===== src/source/axil_reg_pkg.sv =====
`default_nettype none

package axil_reg_pkg;

  typedef struct packed {
    logic [31:0] addr;
  } axil_aw_t;

  typedef struct packed {
    logic [31:0] data;
    logic [3:0]  strb;
  } axil_w_t;

  typedef enum logic [1:0] {
    OK     = 2'b00,
    SLVERR = 2'b10
  } axil_resp_e;

  typedef struct packed {
    axil_resp_e resp;
  } axil_b_t;

  typedef struct packed {
    logic [31:0] addr;
  } axil_ar_t;

  typedef struct packed {
    logic [31:0] data;
    axil_resp_e  resp;
  } axil_r_t;

  // register index, address bits 11:5
  typedef enum logic [6:0] {
    CTX      = 7'h00,
    CONN     = 7'h01,
    BOARDNUM = 7'h07,
    IPADDR   = 7'h08,
    ARP      = 7'h09,
    DEBUG    = 7'h0C
  } reg_addr_e;

  typedef enum logic [7:0] {
    CRC_DROPS = 8'd0,
    PSN_DROPS = 8'd1,
    RX_WORDS  = 8'd2,
    RX_PKGS   = 8'd3,
    TX_WORDS  = 8'd4,
    TX_PKGS   = 8'd5,
    ARP_RX    = 8'd6,
    ARP_TX    = 8'd7,
    NET_DOWN  = 8'd8
  } debug_idx_e;

  localparam int NUM_DEBUG_REGS = 9;

  typedef struct packed {
    logic [7:0][31:0] counters; // counters[i] is debug index i
    logic             net_down;
  } net_stats_t;

endpackage

`default_nettype wire


===== src/source/net_cmd_pkg.sv =====
`default_nettype none

package net_cmd_pkg;

  typedef enum logic {
    QP_CTX  = 1'b0,
    QP_CONN = 1'b1
  } cmd_kind_e;

  localparam int CMD_WORDS = 7;

  typedef logic [183:0] cmd_payload_t;
  typedef logic [143:0] qp_ctx_t;  // 139 bits carry data
  typedef logic [183:0] qp_conn_t;

  typedef struct packed {
    logic [31:0] ip_addr;
  } arp_req_t;

  // bits each write word contributes, word 0 first
  localparam int unsigned CTX_SLICE_W [CMD_WORDS] = '{3, 24, 24, 24, 16, 32, 16};
  localparam int unsigned CONN_SLICE_W [CMD_WORDS] = '{16, 24, 32, 32, 32, 32, 16};

  function automatic int unsigned slice_w(cmd_kind_e kind, logic [2:0] k);
    int unsigned w;
    w = 0;
    for (int i = 0; i < CMD_WORDS; i++) begin
      if (k == 3'(i)) w = (kind == QP_CTX) ? CTX_SLICE_W[i] : CONN_SLICE_W[i];
    end
    return w;
  endfunction

  // low bit of word k, sum of all widths below it
  function automatic int unsigned slice_lo(cmd_kind_e kind, logic [2:0] k);
    int unsigned lo;
    lo = 0;
    for (int i = 0; i < CMD_WORDS; i++) begin
      if (3'(i) < k) lo += (kind == QP_CTX) ? CTX_SLICE_W[i] : CONN_SLICE_W[i];
    end
    return lo;
  endfunction

endpackage

`default_nettype wire


===== src/source/axil_write_fsm.sv =====
`timescale 1ns/1ns
`default_nettype none

module axil_write_fsm (
  input  logic                      net_clk,
  input  logic                      net_aresetn,
  input  axil_reg_pkg::axil_aw_t    aw,
  input  logic                      aw_valid,
  output logic                      aw_ready,
  input  axil_reg_pkg::axil_w_t     w,
  input  logic                      w_valid,
  output logic                      w_ready,
  output axil_reg_pkg::axil_b_t     b,
  output logic                      b_valid,
  input  logic                      b_ready,
  output logic                      word_valid,
  output logic [31:0]               word_data,
  output net_cmd_pkg::cmd_kind_e    word_sel,
  input  logic                      ctx_done,
  input  logic                      conn_done,
  output logic                      set_ip_addr_valid,
  output logic [31:0]               set_ip_addr_data,
  output logic                      set_board_number_valid,
  output logic [3:0]                set_board_number_data,
  output net_cmd_pkg::arp_req_t     arp_req,
  output logic                      arp_req_valid,
  input  logic                      arp_req_ready
);
  import axil_reg_pkg::*;
  import net_cmd_pkg::*;

  typedef enum logic [2:0] {IDLE, DATA, WAIT_CMD, WAIT_ARP, RESP} wr_state_e;

  wr_state_e  state;
  logic [6:0] reg_idx; // latched from awaddr
  logic       cmd_done;

  assign b.resp   = OK; // writes never fail
  assign cmd_done = (word_sel == QP_CTX) ? ctx_done : conn_done;

  always_ff @(posedge net_clk) begin
    if (!net_aresetn) begin
      state                  <= IDLE;
      aw_ready               <= 1'b0;
      w_ready                <= 1'b0;
      b_valid                <= 1'b0;
      word_valid             <= 1'b0;
      set_ip_addr_valid      <= 1'b0;
      set_board_number_valid <= 1'b0;
      arp_req_valid          <= 1'b0;
    end else begin
      word_valid             <= 1'b0; // single-cycle pulses
      set_ip_addr_valid      <= 1'b0;
      set_board_number_valid <= 1'b0;
      case (state)
        IDLE: begin
          aw_ready <= 1'b1;
          if (aw_valid && aw_ready) begin
            reg_idx  <= aw.addr[11:5];
            aw_ready <= 1'b0;
            w_ready  <= 1'b1;
            state    <= DATA;
          end
        end
        DATA: begin
          if (w_valid && w_ready) begin
            w_ready <= 1'b0;
            case (reg_idx)
              IPADDR: begin
                set_ip_addr_valid <= 1'b1;
                set_ip_addr_data  <= w.data;
                b_valid           <= 1'b1;
                state             <= RESP;
              end
              BOARDNUM: begin
                set_board_number_valid <= 1'b1;
                set_board_number_data  <= w.data[3:0];
                b_valid                <= 1'b1;
                state                  <= RESP;
              end
              ARP: begin
                // network byte order for the lookup
                arp_req.ip_addr <= {w.data[7:0], w.data[15:8], w.data[23:16], w.data[31:24]};
                arp_req_valid   <= 1'b1;
                state           <= WAIT_ARP;
              end
              CTX, CONN: begin
                word_valid <= 1'b1;
                word_data  <= w.data;
                word_sel   <= (reg_idx == CTX) ? QP_CTX : QP_CONN;
                state      <= WAIT_CMD;
              end
              default: begin // unmapped, just ack
                b_valid <= 1'b1;
                state   <= RESP;
              end
            endcase
          end
        end
        WAIT_CMD: begin
          if (cmd_done) begin // assembler finished this word
            b_valid <= 1'b1;
            state   <= RESP;
          end
        end
        WAIT_ARP: begin
          if (arp_req_valid && arp_req_ready) begin
            arp_req_valid <= 1'b0;
            b_valid       <= 1'b1;
            state         <= RESP;
          end
        end
        RESP: begin
          if (b_valid && b_ready) begin
            b_valid  <= 1'b0;
            aw_ready <= 1'b1; // ready for next write right away
            state    <= IDLE;
          end
        end
        default: state <= IDLE;
      endcase
    end
  end

  // lookup request stays up with the same address until taken
  arp_hold_a: assert property (@(posedge net_clk) disable iff (!net_aresetn)
    arp_req_valid && !arp_req_ready |=> arp_req_valid && $stable(arp_req));

  ip_strobe_a: assert property (@(posedge net_clk) disable iff (!net_aresetn)
    set_ip_addr_valid |=> !set_ip_addr_valid);

  board_strobe_a: assert property (@(posedge net_clk) disable iff (!net_aresetn)
    set_board_number_valid |=> !set_board_number_valid);

endmodule

`default_nettype wire


===== config.mk =====
export PLATFORM = sky130hd
export DESIGN_NAME = axil_write_fsm
export DESIGN_NICKNAME = d
export VERILOG_FILES = /design/src/source/axil_reg_pkg.sv /design/src/source/net_cmd_pkg.sv /design/src/source/axil_write_fsm.sv
export SDC_FILE = /design/constraint.sdc
export NUM_CORES = 1
export LEC_CHECK = 0
export CAP_MARGIN = 0
export CORE_MARGIN = 8
export CORE_UTILIZATION = 45
export CTS_CLUSTER_DIAMETER = 50
export DETAILED_ROUTE_END_ITERATION = 8
export DONT_BUFFER_PORTS = 1
export PLACE_DENSITY = 0.69
export SLEW_MARGIN = 10
export SYNTH_ARGS = -nofsm -noshare
export SYNTH_HDL_FRONTEND = slang
export SYNTH_SLANG_ARGS = --single-unit
export TNS_END_PERCENT = 5

===== constraint.sdc =====
create_clock -name net_clk -period 3.9 [get_ports net_clk]
set_input_delay 0.78 -clock net_clk [delete_from_list [all_inputs] [get_ports net_clk]]
set_output_delay 0.78 -clock net_clk [all_outputs]
set_load 0.1 [all_outputs]

======== Word level (Yosys, flattened, before mapping) ========
Index checks and enable logic that the tools add are counted.
storage, ports and cells
  output and inout bits ................... 110
  logic and storage cells ................. 80
  register bits ........................... 118
cells by class
  mux-type cells .......................... 28
  eq/ne operators ......................... 15
  reductions and logical operators ........ 23
operators by type and width
  operator                                                         number
  4-bit AND reduction                                              5
  1-bit 2-to-1 mux                                                 17
  3-bit 2-to-1 mux                                                 5
  3-bit one-hot mux with 5 select lines                            1
  7-bit by 4-bit == test with 1-bit output, second input constant  2
  2-bit inequality test, second input constant                     7
  3-bit AND reduction                                              3
  7-bit by 1-bit == test with 1-bit output, second input constant  1
  7-bit by 3-bit == test with 1-bit output, second input constant  1
  7-bit logical NOT                                                1
  3-bit by 2-bit == test with 1-bit output, second input constant  2
  1-bit one-hot mux with 2 select lines                            3
  3-bit one-hot mux with 2 select lines                            1
  6-bit AND reduction                                              1
  2-bit nonzero test                                               3
  5-bit AND reduction                                              1
  1-bit logical AND                                                4
  1-bit one-hot mux with 4 select lines                            1
  4-bit nonzero test                                               1
  3-bit by 1-bit == test with 1-bit output, second input constant  1
  3-bit == test, second input constant                             1
  3-bit logical NOT                                                1
  3-bit OR reduction                                               1
  2-bit AND reduction                                              1
  2-bit OR reduction                                               1

======== Logic depth before layout (Yosys ltp) ========
  depth in word-level cells ............... 5
  depth in mapped cells ................... 5
  gate-level depth less buffers ........... 4

======== Worst setup path after synthesis ========
Ideal clock, no wire load.
  path kind ............................... register to register
  start point ............................. register w_ready
  end point ............................... register word_data[0], enable pin
  arrival ................................. 2,878 ps
  slack ................................... 599 ps
  period minus slack after synthesis ...... 3,301 ps
  cell stages (with the launch flop) ...... 4
  required time ........................... 3,477 ps
  cells stage by stage .................... dfxtp_1 and3_1 nand3_1 nor2_1
between the ends
  longest elaborated chain between the ends .. 2
ends and longest elaborated chain
  what                           line                  RTL
  start: declaration             axil_write_fsm.sv:12  output logic w_ready,
  start signal: assignment       axil_write_fsm.sv:45  w_ready <= 1'b0;
  start signal: assignment       axil_write_fsm.sv:61  w_ready <= 1'b1;
  start signal: assignment       axil_write_fsm.sv:67  w_ready <= 1'b0;
  1-bit logical AND              axil_write_fsm.sv:66  if (w_valid && w_ready) begin
  4-bit AND reduction (no line)  n/a
  end signal: assignment         axil_write_fsm.sv:89  word_data <= w.data;
  end: declaration               axil_write_fsm.sv:17  output logic [31:0] word_data,
No other way between the ends.
A chain may end at the register's enable or synchronous reset.

======== Worst setup path after layout ========
  start point ............................. register reg_idx[5]
  end point ............................... register word_data[22], enable pin
between the ends
  longest elaborated chain between the ends .. 3
  elaborated cells on any way between the ends .. 4
  classes of those cells .................. eq/ne (1); reduce/logical (3)
ends and longest elaborated chain
  what                                                                           line                  RTL
  start: declaration                                                             axil_write_fsm.sv:35  logic [6:0] reg_idx;
  start signal: assignment                                                       axil_write_fsm.sv:59  reg_idx <= aw.addr[11:5];
  7-bit by 1-bit == test with 1-bit output or 7-bit logical NOT (tied branches)  axil_write_fsm.sv:68  case (reg_idx)
  2-bit OR reduction *                                                           n/a
  4-bit AND reduction (no line) *                                                n/a
Mark *: on every way between the ends. The rest lies on a longest branch, timed or not.

==> results.tsv <==
metric	value	unit
status	finished, final reports clean	
Slew @ Worst Pin	1.079	ns
initial DRC count	95	
maximum VDD drop	303.3	uV
combinational share of power	1.7	%
std cell rows	33	
Die Span X	108.3	um
Yosys warnings	0	
Post-CTS Setup Repair Bufs	0	
die footprint	0.01174	mm^2
Synth Instances	185	
drt total wl	8097	um
clk_skew	0.005370	ns
Critical Path End Type	register	
H-Tree Depth	4	
antenna-violating nets left	0	
sw power	0.5948	mW
clock buffer count from CTS	17	
I/O Buffers	0	
Initial Util	46.47	%
CP top delay family	simple AND/OR/NAND/NOR gates	
worst path cell trace	or3_4 > nor3_2 > nand3_1 > nor2_4 > buf_4	
Reg clk slew, reported paths	0.06	ns
WP buf/inv	1	
first-pass GRT wire length	11200	um
nets	281	
Reg power frac	47.4	%
smallest hold slack	0.3856	ns
CTS root buf	clkbuf_8	
largest net degree at the start of global routing	24	
sw frac	20.00	%
PostCTS Resize Cnt	0	
RSZ-0062 raised after global routing	no	
final critical-path required period	2.729	ns
Crit Path Max Fanout	18	
synth top area cells	edfxtp_1 (85%), dfxtp_1 (5.2%), nand2_1 (0.98%)	
mapped cell area	0.003837	mm^2
number of iterations in the first detailed-routing pass	4	
Clk Latency, worst-skew pair	0.48	ns
DR vias/cell	5.519	
reported max-cap violation count	0	
Final period util	69.96	%
DPL Wire Length	5842	um
Distinct cells, synth	32	
Die Y	108.3	um
WL per Instance	25.15	um
vias in the first global route	1798	
Final Setup Violations	0	
cell taking the most area after synthesis	edfxtp_1	
final hold violations	0	
syn avg cell area	20.74	um^2
diode count	0	
top-count cell post-synth	edfxtp_1	
number of synthesized flops with an enable pin	108	
CTS tree	yes	
Worst Path Required	4.06	ns
Cell Pwr Density	647.7	mW/mm^2
Hold Crit Class	in2reg	
share of layout cells above drive strength 1	18.89	%
io pins	186	
Core Region	0.008258	mm^2
leakage	1.482	nW
Max transition margin	27.98	%
Synth Flop Type	edfxtp_1	
area fraction of the dominant cell type after synthesis	84.51	%
#FFs+latches synth	118	
Total GRT Usage	13.30	%
Worst Setup Path Type	reg2reg	
Seq/Total Area, Yosys	89.73	%
crit path max-delay cell type	nor2_4	
Filler cells	618	
Max Fclk	0.3665	GHz
Max stage delay on crit path	0.51	ns
routed vias	1777	
Final GP Congestion	0.8202	
startpoint types	register	
Async S/R FF share, synth	0	%
clock share of power	50.9	%
Sink Count	118	
TNS Setup	0	ns
DR DRC count	0	
Layout area overhead	19.66	%
CTS Buffer Depth	2	
Synth top cells by count	edfxtp_1 (108), dfxtp_1 (10), nand2_1 (10), nor2_1 (10), nand3_1 (7)	
Arr. time, crit path	2.89	ns
initial antenna violation count	0	
Int Power	2.379	mW
Final Max Slew Viols	0	
CTS Hold Bufs	0	
Remaining Overflow, GRT	0	
-- power groups by stage --
stage / combinational [mW] / clock (mW) / sequential [mW]
after floorplan: 0.0382 / 0 / 1.44
after global placement: 0.0508 / 0 / 1.43
after detailed placement: 0.0514 / 0 / 1.44
after CTS: 0.0516 / 1.54 / 1.41
after global routing: 0.0559 / 1.60 / 1.41
final: 0.0517 / 1.51 / 1.41
-- state kept, by name (all words and copies together) (netlist names), 3 cells and up --
signal	flops
arp_req	32
set_board_number_data	4
word_data	32
state	3
set_ip_addr_data	32
reg_idx	7
-- final cells by class --
class | instances | area (um^2) | area share [%]
Multi-Input combinational cell | 62 | 389.1 | 8.474
Clock buffer | 17 | 414.1 | 9.019
Sequential cell | 118 | 3443 | 74.99
Timing Repair Buffer | 4 | 30.03 | 0.6540
Tap cell | 105 | 131.4 | 2.861
Inverter | 2 | 7.507 | 0.1635
Clock inverter | 14 | 176.4 | 3.842
-- worst paths after layout --
path / from / to / slack (ns) / depth (start not counted)
max: reg_idx[5]$_DFFE_PP_ / word_data[22]$_DFFE_PP_ / 1.17 / 5
min: w[30] / set_ip_addr_data[26]$_DFFE_PP_ / 0.39 / 0
min reg2reg: reg_idx[6]$_DFFE_PP_ / set_board_number_valid$_SDFF_PN0_ / 0.56 / 2
max reg2reg: reg_idx[5]$_DFFE_PP_ / word_data[22]$_DFFE_PP_ / 1.17 / 5
-- placed cells by master (no fill, tap or decap), types with 4 or more instances in the layout --
| cell | instances |
|---|---|
| nand4_1 | 4 |
| nand3_1 | 7 |
| dfxtp_1 | 10 |
| nand2_1 | 10 |
| buf_4 | 4 |
| nor2_1 | 7 |
| clkinv_4 | 4 |
| clkbuf_16 | 16 |
| edfxtp_1 | 108 |
-- cells by family (layout without fill, tap and decap cells) --
family	Yosys count	in the layout	synth area share, %
flip-flops	118	118	89.73
buffers and inverters	6	37	0.8149
multiplexers	2	2	0.5217
AND/OR/NAND/NOR	46	46	6.325
other	1	2	0.09772
AO/OA/AOI/OAI	12	12	2.511
-- worst register-to-register path: cells and delay by family (launching register included) --
| family | cells | cell delay (ns) |
|---|---|---|
| and+or+nand+nor | 4 | 1.66 |
| buffers and inverters | 1 | 0.38 |
| DFF | 1 | 0.37 |
-- layer usage --
metal  routed length [um]  track usage, %  vias to the layer above  share of wire, %
li1                     -               -                      765                 -
met5                    0               0                        -                 0
met2                 3807           20.36                      124                47
met1                 3103           14.13                      884                38
met4                   36           4.985                        0              0.44
met3                 1150           9.340                        4                14
-- metrics by stage --
step	total power [mW]	util, %	cell area, um^2	cells	setup WS (ns)
floorplan	1.480	-	3841	186	0.5989
global placement	1.485	48.45	4001	291	1.214
detailed placement	1.486	48.45	4001	291	1.150
CTS	2.999	55.61	4592	322	1.149
global route	3.067	55.61	4592	322	1.060
finish	2.974	55.61	4592	322	1.171
(Power assumes the default switching activity.)
