===== src/source/axil_reg_pkg.sv =====
`default_nettype none

package axil_reg_pkg;

  typedef struct packed {
    logic [31:0] addr;
  } axil_aw_t;

  typedef struct packed {
    logic [31:0] data;
    logic [3:0]  strb;
  } axil_w_t;

  typedef enum logic [1:0] {
    OK     = 2'b00,
    SLVERR = 2'b10
  } axil_resp_e;

  typedef struct packed {
    axil_resp_e resp;
  } axil_b_t;

  typedef struct packed {
    logic [31:0] addr;
  } axil_ar_t;

  typedef struct packed {
    logic [31:0] data;
    axil_resp_e  resp;
  } axil_r_t;

  // register index, address bits 11:5
  typedef enum logic [6:0] {
    CTX      = 7'h00,
    CONN     = 7'h01,
    BOARDNUM = 7'h07,
    IPADDR   = 7'h08,
    ARP      = 7'h09,
    DEBUG    = 7'h0C
  } reg_addr_e;

  typedef enum logic [7:0] {
    CRC_DROPS = 8'd0,
    PSN_DROPS = 8'd1,
    RX_WORDS  = 8'd2,
    RX_PKGS   = 8'd3,
    TX_WORDS  = 8'd4,
    TX_PKGS   = 8'd5,
    ARP_RX    = 8'd6,
    ARP_TX    = 8'd7,
    NET_DOWN  = 8'd8
  } debug_idx_e;

  localparam int NUM_DEBUG_REGS = 9;

  typedef struct packed {
    logic [7:0][31:0] counters; // counters[i] is debug index i
    logic             net_down;
  } net_stats_t;

endpackage

`default_nettype wire


===== src/source/debug_reg_reader.sv =====
`timescale 1ns/1ns
`default_nettype none

module debug_reg_reader (
  input  logic                      net_clk,
  input  logic                      net_aresetn,
  input  axil_reg_pkg::axil_ar_t    ar,
  input  logic                      ar_valid,
  output logic                      ar_ready,
  output axil_reg_pkg::axil_r_t     r,
  output logic                      r_valid,
  input  logic                      r_ready,
  input  axil_reg_pkg::net_stats_t  stats
);
  import axil_reg_pkg::*;

  typedef enum logic {IDLE, RESP} rd_state_e;

  localparam logic [7:0] LAST_IDX = 8'(NUM_DEBUG_REGS - 1);

  rd_state_e  state;
  logic [6:0] rd_idx;  // register index of pending read
  logic [7:0] dbg_idx; // next debug counter to return

  // response mux, stays put while rvalid is held
  always_comb begin
    r.resp = OK;
    r.data = 32'h0;
    if (rd_idx == DEBUG) begin
      if (dbg_idx <= ARP_TX) begin
        r.data = stats.counters[dbg_idx[2:0]];
      end else if (dbg_idx == NET_DOWN) begin
        r.data = {31'h0, stats.net_down};
      end else begin
        r.resp = SLVERR; // index past the table
      end
    end else begin
      r.resp = SLVERR;
      r.data = 32'hdeadbeef;
    end
  end

  always_ff @(posedge net_clk) begin
    if (!net_aresetn) begin
      state    <= IDLE;
      ar_ready <= 1'b0;
      r_valid  <= 1'b0;
      dbg_idx  <= CRC_DROPS;
    end else begin
      case (state)
        IDLE: begin
          ar_ready <= 1'b1;
          if (ar_valid && ar_ready) begin
            rd_idx   <= ar.addr[11:5];
            ar_ready <= 1'b0;
            r_valid  <= 1'b1;
            state    <= RESP;
          end
        end
        RESP: begin
          if (r_valid && r_ready) begin
            r_valid  <= 1'b0;
            ar_ready <= 1'b1;
            state    <= IDLE;
            if (rd_idx == DEBUG) begin // auto-increment, wraps to first counter
              dbg_idx <= (dbg_idx == LAST_IDX) ? CRC_DROPS : dbg_idx + 8'd1;
            end
          end
        end
        default: state <= IDLE;
      endcase
    end
  end

  dbg_idx_range_a: assert property (@(posedge net_clk) disable iff (!net_aresetn)
    dbg_idx < 8'(NUM_DEBUG_REGS));

endmodule

`default_nettype wire


===== config.mk =====
export PLATFORM = sky130hd
export DESIGN_NAME = debug_reg_reader
export DESIGN_NICKNAME = d
export VERILOG_FILES = /design/src/source/axil_reg_pkg.sv /design/src/source/debug_reg_reader.sv
export SDC_FILE = /design/constraint.sdc
export NUM_CORES = 1
export LEC_CHECK = 0
export BUFFER_PORTS_ARGS = -buffer_cell sky130_fd_sc_hd__buf_4
export CAP_MARGIN = 0
export CORE_AREA = 4 4 126 128
export CTS_CLUSTER_SIZE = 30
export DETAILED_ROUTE_END_ITERATION = 8
export DIE_AREA = 0 0 130 132
export SYNTH_ARGS = -nofsm -noshare
export SYNTH_HDL_FRONTEND = slang
export SYNTH_SLANG_ARGS = --single-unit

===== constraint.sdc =====
create_clock -name net_clk -period 4.05 [get_ports net_clk]
set_input_delay 0.405 -clock net_clk [delete_from_list [all_inputs] [get_ports net_clk]]
set_output_delay 0.405 -clock net_clk [all_outputs]
set_load 0.05 [all_outputs]

# --- After elaboration in Yosys (flattened, before gate mapping) ---
# Index checks and enable logic that the tools add are counted.
word_totals:
  register_bits: 18
  wordCells: 35
op_classes:
  eq_ne: 4
  mux: 17
  addsub: 1
  reduce_logical: 5
  n_lt_le_gt_ge: 2
  n_bitwise: 1
ops:
  columns: ["operator", "n"]
  rows:
  - ["$bmux 32 s3", 1]
  - ["$mux 32", 2]
  - ["$mux 34", 1]
  - ["$add 8x1->8 const B", 1]
  - ["$eq 8x4->1 const B", 1]
  - ["$le 8x3->1 const B", 1]
  - ["$mux 8", 1]
  - ["$eq 7x4->1 const B", 1]
  - ["$mux 1", 7]
  - ["$pmux 1 s2", 3]
  - ["$reduce_and 3->1", 2]
  - ["$lt 3x4->1 const B", 1]
  - ["$mux 2", 2]
  - ["$logic_and 1x1->1", 2]
  - ["$ne 2x1->1 const B", 1]
  - ["$ne 2x2->1 const B", 1]
  - ["$reduce_and 2->1", 1]
  - ["$not 1->1", 1]

# --- Logic depth before layout (Yosys ltp) ---
# Gate-level depths: netlist of run 1.
logic_depth:
  depth_word: 4
  mapped_depth: 8
  mapped_depth_nobuf: 5

# --- Least setup slack after synthesis of run 1 ---
# OpenSTA, ideal clock, no wires.
synth_path:
  path_kind: "reg-to-output"
  from: "register rd_idx[1]"
  to: "output port r[10] (netlist name)"
  path_slack_ns: 1.536
  t_arrival_ns: 2.109
  n_path_buf: 1
  path_stages_with_launch: 6
  cell_sequence: "edfxtp_1 or4_4 buf_6 nor2_4 nand3_1 nor2_1"
synth_lines:
  columns: ["item", "line", "rtl"]
  rows:
  - ["from (decl)", "debug_reg_reader.sv:22", "logic [6:0] rd_idx;"]
  - ["from (signal assigned)", "debug_reg_reader.sv:54", "rd_idx <= ar.addr[11:5];"]
  - ["to (decl)", "debug_reg_reader.sv:10", "output axil_reg_pkg::axil_r_t r,"]

==> impl_metrics.toml, run 1 <==
[grt]
grt_pass1_wl_um = 21400
grtUsageTotal_pct = 16.0
grt_start_max_net_pins = 40
overflow = 0
antenna_found_initial = 2
grt_pass1_vias = 3614

[die]
die_h_um = 132
rows = 45
die_w_um = 130
die_area_um2 = 17200
core_area_um2 = 14900
start_util_pct = 18.8
ioPinCount = 329

[sta]
fin_setup_tns_ps = 0
maxSlewViolCount = 0
rsz0062_at_grt = "false"
hold_viol_final = 0
period_needed_ps = 3080
final.period_utilization_pct = 75.9
max_slew_margin_pct = 40.7
fmax_ghz = 0.325
worst_pin_slew_ps = 890
finalWorstSetupSlack_ps = 975
setup_viol = 0
finClkSkew_ps = 1.56

[worst_setup_path]
slowest_stage = "or4_4"
r2r_start = "dbg_idx[1]"
cpPeakStageDelay_ps = 630
crit_path_end_kind = "output port"
cp_common_cell = "buf_4"
cp.arrival_ps = 2670
critPathRequiredTime_ps = 3640
worst_setup_path_start_kind = "register"
crit_path_cell_trace = "or4_4 > nor2_4 > buf_4 > nand3_1 > nor2_1 > buf_4"
critPathKind = "reg -> out"
crit_path_start = "rd_idx[1]"
crit_path_max_fanout = 26

[cts]
hold_buffers = 0
clkTransAtPathRegs_ps = 50
cts_tree = "yes"
root_buffer = "clkbuf_16"
post_cts_buffers = 0
cts-buffers-inserted = 3
clk_latency_ps = 250
cts_buffer_depth = 2
cts_resized = 0
h-tree-depth = 1
clock_sinks = 18

[logic_synthesis]
netlist_area_um2 = 2800
synth_top_family_by_area = "multiplexers"
syn_area_per_cell_um2 = 12.0
synth-xor-area-share_pct = 1.88
syn_inst = 234
yosysSeqAreaShare_pct = 15.4
synth-simple-area-share_pct = 13.7
synth-compound-area-share_pct = 7.61
synth_seq_cells = 18
synthMuxAreaShare_pct = 55.1
synth.distinct_cells = 34
synth_fa_ha_area_share_pct = 0.895
synth_warnings = 0
mappedNetlistNets = 529

[placed_design]
portBuffers = 302
hpwlAfterDp_um = 12700
dp_cells = 703
place_ws_ps = 1250
gp_routability_congestion = 1.01

[power_and_ir_drop]
vdd_drop_max_mv = 0.192
power.leakage_nw = 2.24
power_density_nw_per_um2 = 130

[final_layout]
drive_gt1_share_pct = 74.0
instances_no_fill = 708
postLayoutCoreUtil_pct = 35.9
n_fill_cell = 1504
syn2layout_area_growth_pct = 90.6
nNetsFinal = 815
layout_commonest_cell = "buf_4"
final_cell_mix = "306 x buf_4, 64 x mux4_2, 28 x nand2_1, 24 x a22oi_1, 18 x nor2_1"

[status]
outcome = "completed"

[route]
detail_route.wirelength_um = 14800
drc = 0
drt_iter0_markers = 134
viasPerCell = 4.82
drt_pass1_iterations = 4
ant_nets = 0
num_vias = 3413
wire_per_inst_um = 20.8

[job]
max_cap_viol_count = 0

[hold_path]
hold_path.class = "in -> reg"
min_from = "ar[7]"
## cells by family (layout without fill, tap and decap cells)
logic type,Yosys count,count (layout)
muxes,74,74
DFF,18,18
xor gates and xnor gates,6,6
adders and majority gates,2,2
other,1,2
and+or+nand+nor,73,73
buffers and inverters,31,316
AOI/OAI and AO/OA,29,29
## power by group
part | leakage, nW | internal [mW] | switching [mW]
logic | 2.05 | 0.214 | 0.0793
registers | 0.154 | 0.193 | 0.00368
clock network | 0.0382 | 0.134 | 0.0663
total | 2.24 | 0.541 | 0.149
## state kept, by name, indices dropped and copies added (netlist names)
register and count:
r_valid 1, state 1, dbg_idx 8, ar_ready 1
rd_idx 7
## layer usage
layer | share of wire [%] | global-route usage, %
met1 | 37 | 20.2
met2 | 51 | 27.9
met3 | 10 | 4.17
met4 | 1.3 | 2.48
met5 | 0.23 | 0
## synthesized netlist by cell type (all sizes together)
cell | number | share of area [%]
nand2 | 28 | 3.8
nor4 | 5 | 1.9
mux4 | 64 | 52
nand4 | 5 | 1.1
buf | 20 | 3.8
ha | 2 | 0.89
dfxtp | 11 | 7.9
nor2b | 1 | 0.22
nor2 | 19 | 2.8
nor3b | 1 | 0.45
and2 | 1 | 0.22
edfxtp | 7 | 7.5
conb | 1 | 0.13
and3 | 2 | 0.45
nand3 | 4 | 0.72
nor3 | 4 | 1.1
a21oi | 3 | 0.54
a22oi | 24 | 6.4
nand3b | 1 | 0.27
inv | 4 | 0.54
o211ai | 1 | 0.27
and3b | 1 | 0.31
a41o | 1 | 0.36
clkbuf | 7 | 0.94
or4 | 1 | 0.40
mux2i | 10 | 3.6
xnor2 | 6 | 1.9
## area by class of cell
type,count,area (um2),area share [%]
flip-flops and latches,18,435,8.17
clock buffers,4,78.8,1.48
repair buffers,308,2340,43.9
multi-input cells,185,2220,41.7
well taps,188,235,4.41
inverters,4,15.0,0.282
diodes,1,2.50,0.0470
## stage by stage
stage / cell area (um2) / hold slack, ps / total power [mW]
floorplan: 2800 / 504 / 0.278
global placement: 5250 / 508 / 0.488
detailed placement: 5250 / 512 / 0.495
CTS: 5330 / 327 / 0.696
global route: 5330 / 321 / 0.723
finish: 5330 / 329 / 0.690
## critical path, delay by kind of cell, from the launching register on
| family | cells | cell delay [ps] |
|---|---|---|
| simple gates | 4 | 1460 |
| buf+inv | 2 | 580 |
| flops | 1 | 370 |
## final timing paths
kind                     end  slack [ps]  cells after the start
setup / recovery       r[24]         970                      6
hold / removal     rd_idx[2]         330                      1
setup reg to reg  dbg_idx[6]        1860                      6
hold reg to reg     ar_ready         520                      2
No activity file was read; power rests on OpenSTA's default activity.
==> run 2: changes to the inputs <==
==> constraint.sdc (replaced) <==
create_clock -name net_clk -period 2.6 [get_ports net_clk]
set_input_delay 0.26 -clock net_clk [delete_from_list [all_inputs] [get_ports net_clk]]
set_output_delay 0.26 -clock net_clk [all_outputs]
set_load 0.05 [all_outputs]
==> impl_metrics.toml, run 2 (synthesis gave the netlist of run 1 again) <==
[worst_setup_path]
crit_cells = 6
worst_setup_path_start_kind = "register"
path_buf_inv = 2
cp_common_cell = "buf_4"
crit_path_cell_trace = "nor4_2 > nor3b_4 > buf_4 > a22oi_1 > nand2_1 > buf_4"
cpPeakStageDelay_ps = 510
slowest_stage = "nor3b_4"
crit_path_start = "dbg_idx[4]"
critPathRequiredTime_ps = 2340
cp.arrival_ps = 2120
r2r_start = "rd_idx[1]"
critPathTopFamily = "simple AND/OR/NAND/NOR gates"
crit_path_max_fanout = 13
crit_path_end_kind = "output port"
endpoint = "r[13]"
rr_worst_depth = 4
r2r_end = "dbg_idx[6]"
r2r_setup_slack_ps = 740
critPathKind = "reg -> out"

[power_and_ir_drop]
switching_power_uw = 234
switching_share_pct = 21.8
p_seq_share_pct = 28.6
p_comb_share_pct = 42.9
clkPwrFrac_pct = 28.5
vdd_drop_max_mv = 0.298
power.leakage_nw = 2.26
p_int_uw = 839
power_density_nw_per_um2 = 199

[final_layout]
final_cell_mix = "308 x buf_4, 64 x mux4_2, 28 x nand2_1, 24 x a22oi_1, 18 x nor2_1"
largest-register = "dbg_idx"
design_area_um2 = 5390
reg_top3 = "dbg_idx x8, rd_idx x7"
syn2layout_area_growth_pct = 92.6
nNetsFinal = 819
instances_no_fill = 711
drive_gt1_share_pct = 74.4
n_antenna_cell = 0
layout_commonest_cell = "buf_4"
largest_reg_flops = 8

[grt]
grtUsageTotal_pct = 15.7
grt_pass1_wl_um = 20800
antenna_found_initial = 0
grt_start_max_net_pins = 40
overflow = 0
grt_pass1_vias = 3582

[cts]
cts_tree = "yes"
clock_sinks = 18
root_buffer = "clkbuf_16"
h-tree-depth = 1
clk_latency_ps = 250
clkTransAtPathRegs_ps = 50
cts-buffers-inserted = 3
cts_buffer_depth = 2
hold_buffers = 0

[die]
die_area_um2 = 17200
die_w_um = 130
die_h_um = 132
core_area_um2 = 14900
start_util_pct = 18.8
ioPinCount = 329
rows = 45

[hold_path]
min_from = "ar[10]"
hold_path.class = "in -> reg"
min_path_cells = 1

[job]
max_cap_viol_count = 0

[route]
wire_per_inst_um = 20.7
viasPerCell = 4.82
drc = 0
detail_route.wirelength_um = 14700
num_vias = 3429
ant_nets = 0
drt_iter0_markers = 128
drt_pass1_iterations = 4

[placed_design]
portBuffers = 302
place_area_um2 = 5300
hpwlAfterDp_um = 13000
dp_cells = 707
place_ws_ps = 359
gp_routability_congestion = 0.959

[sta]
period_needed_ps = 2380
fin_setup_tns_ps = 0
final.period_utilization_pct = 91.7
setup_viol = 0
finClkSkew_ps = 1.39
finalWorstSetupSlack_ps = 215
fmax_ghz = 0.419
rsz0062_at_grt = "false"
maxSlewViolCount = 0
hold_ws_ps = 186
hold_viol_final = 0

[status]
outcome = "completed"
-- run 2: cell types whose count changed in the layout (fill, tap and decap cells not counted) --
cell / delta
buf_12: +2
nand3_2: +1
diode_2: -1
nand3_1: -1
clkinv_1: +1
clkbuf_1: -1
buf_4: +2
-- run 2: how the worst min path moves through the flow --
stage,end
floorplan,rd_idx[0]
finish,rd_idx[5]
global placement,rd_idx[4]
CTS,rd_idx[6]
global route,rd_idx[6]
detailed placement,rd_idx[3]
-- run 2: routing by layer --
layer,up-vias,global-route usage [%],routed length (um)
met5,-,0,0
met4,0,2.60,180
met3,18,2.11,1260
met2,186,28.4,7670
met1,1673,19.9,5580
li1,1552,-,-
-- run 2: through the flow --
step           power [mW]  utilization [%]
5_1_grt              1.12             36.2
4_1_cts              1.08             36.2
3_3_place_gp        0.762             35.7
3_5_place_dp        0.775             35.7
6_report             1.07             36.2
2_1_floorplan       0.434                -
-- run 2: area by class of cell --
type | instances | area, um2
inverters | 4 | 15.0
well taps | 188 | 235
clock buffers | 3 | 75.1
multi-input cells | 185 | 2230
repair buffers | 312 | 2390
flip-flops and latches | 18 | 435
clock inverters | 1 | 3.75
fillers | 1498 | 9480
-- run 2: repair_timing --
item,in CTS,in global routing
setup buffers,0,0
endpoints found under the hold margin,0,0
endpoints found under the setup margin,0,1
resized for setup,0,1
-- run 2: power groups by stage --
stage	logic, mW	registers [mW]	clock network [mW]
3_5_place_dp	0.462	0.312	0
4_1_cts	0.463	0.307	0.311
2_1_floorplan	0.112	0.322	0
3_3_place_gp	0.450	0.312	0
6_report	0.460	0.306	0.306
5_1_grt	0.489	0.308	0.321
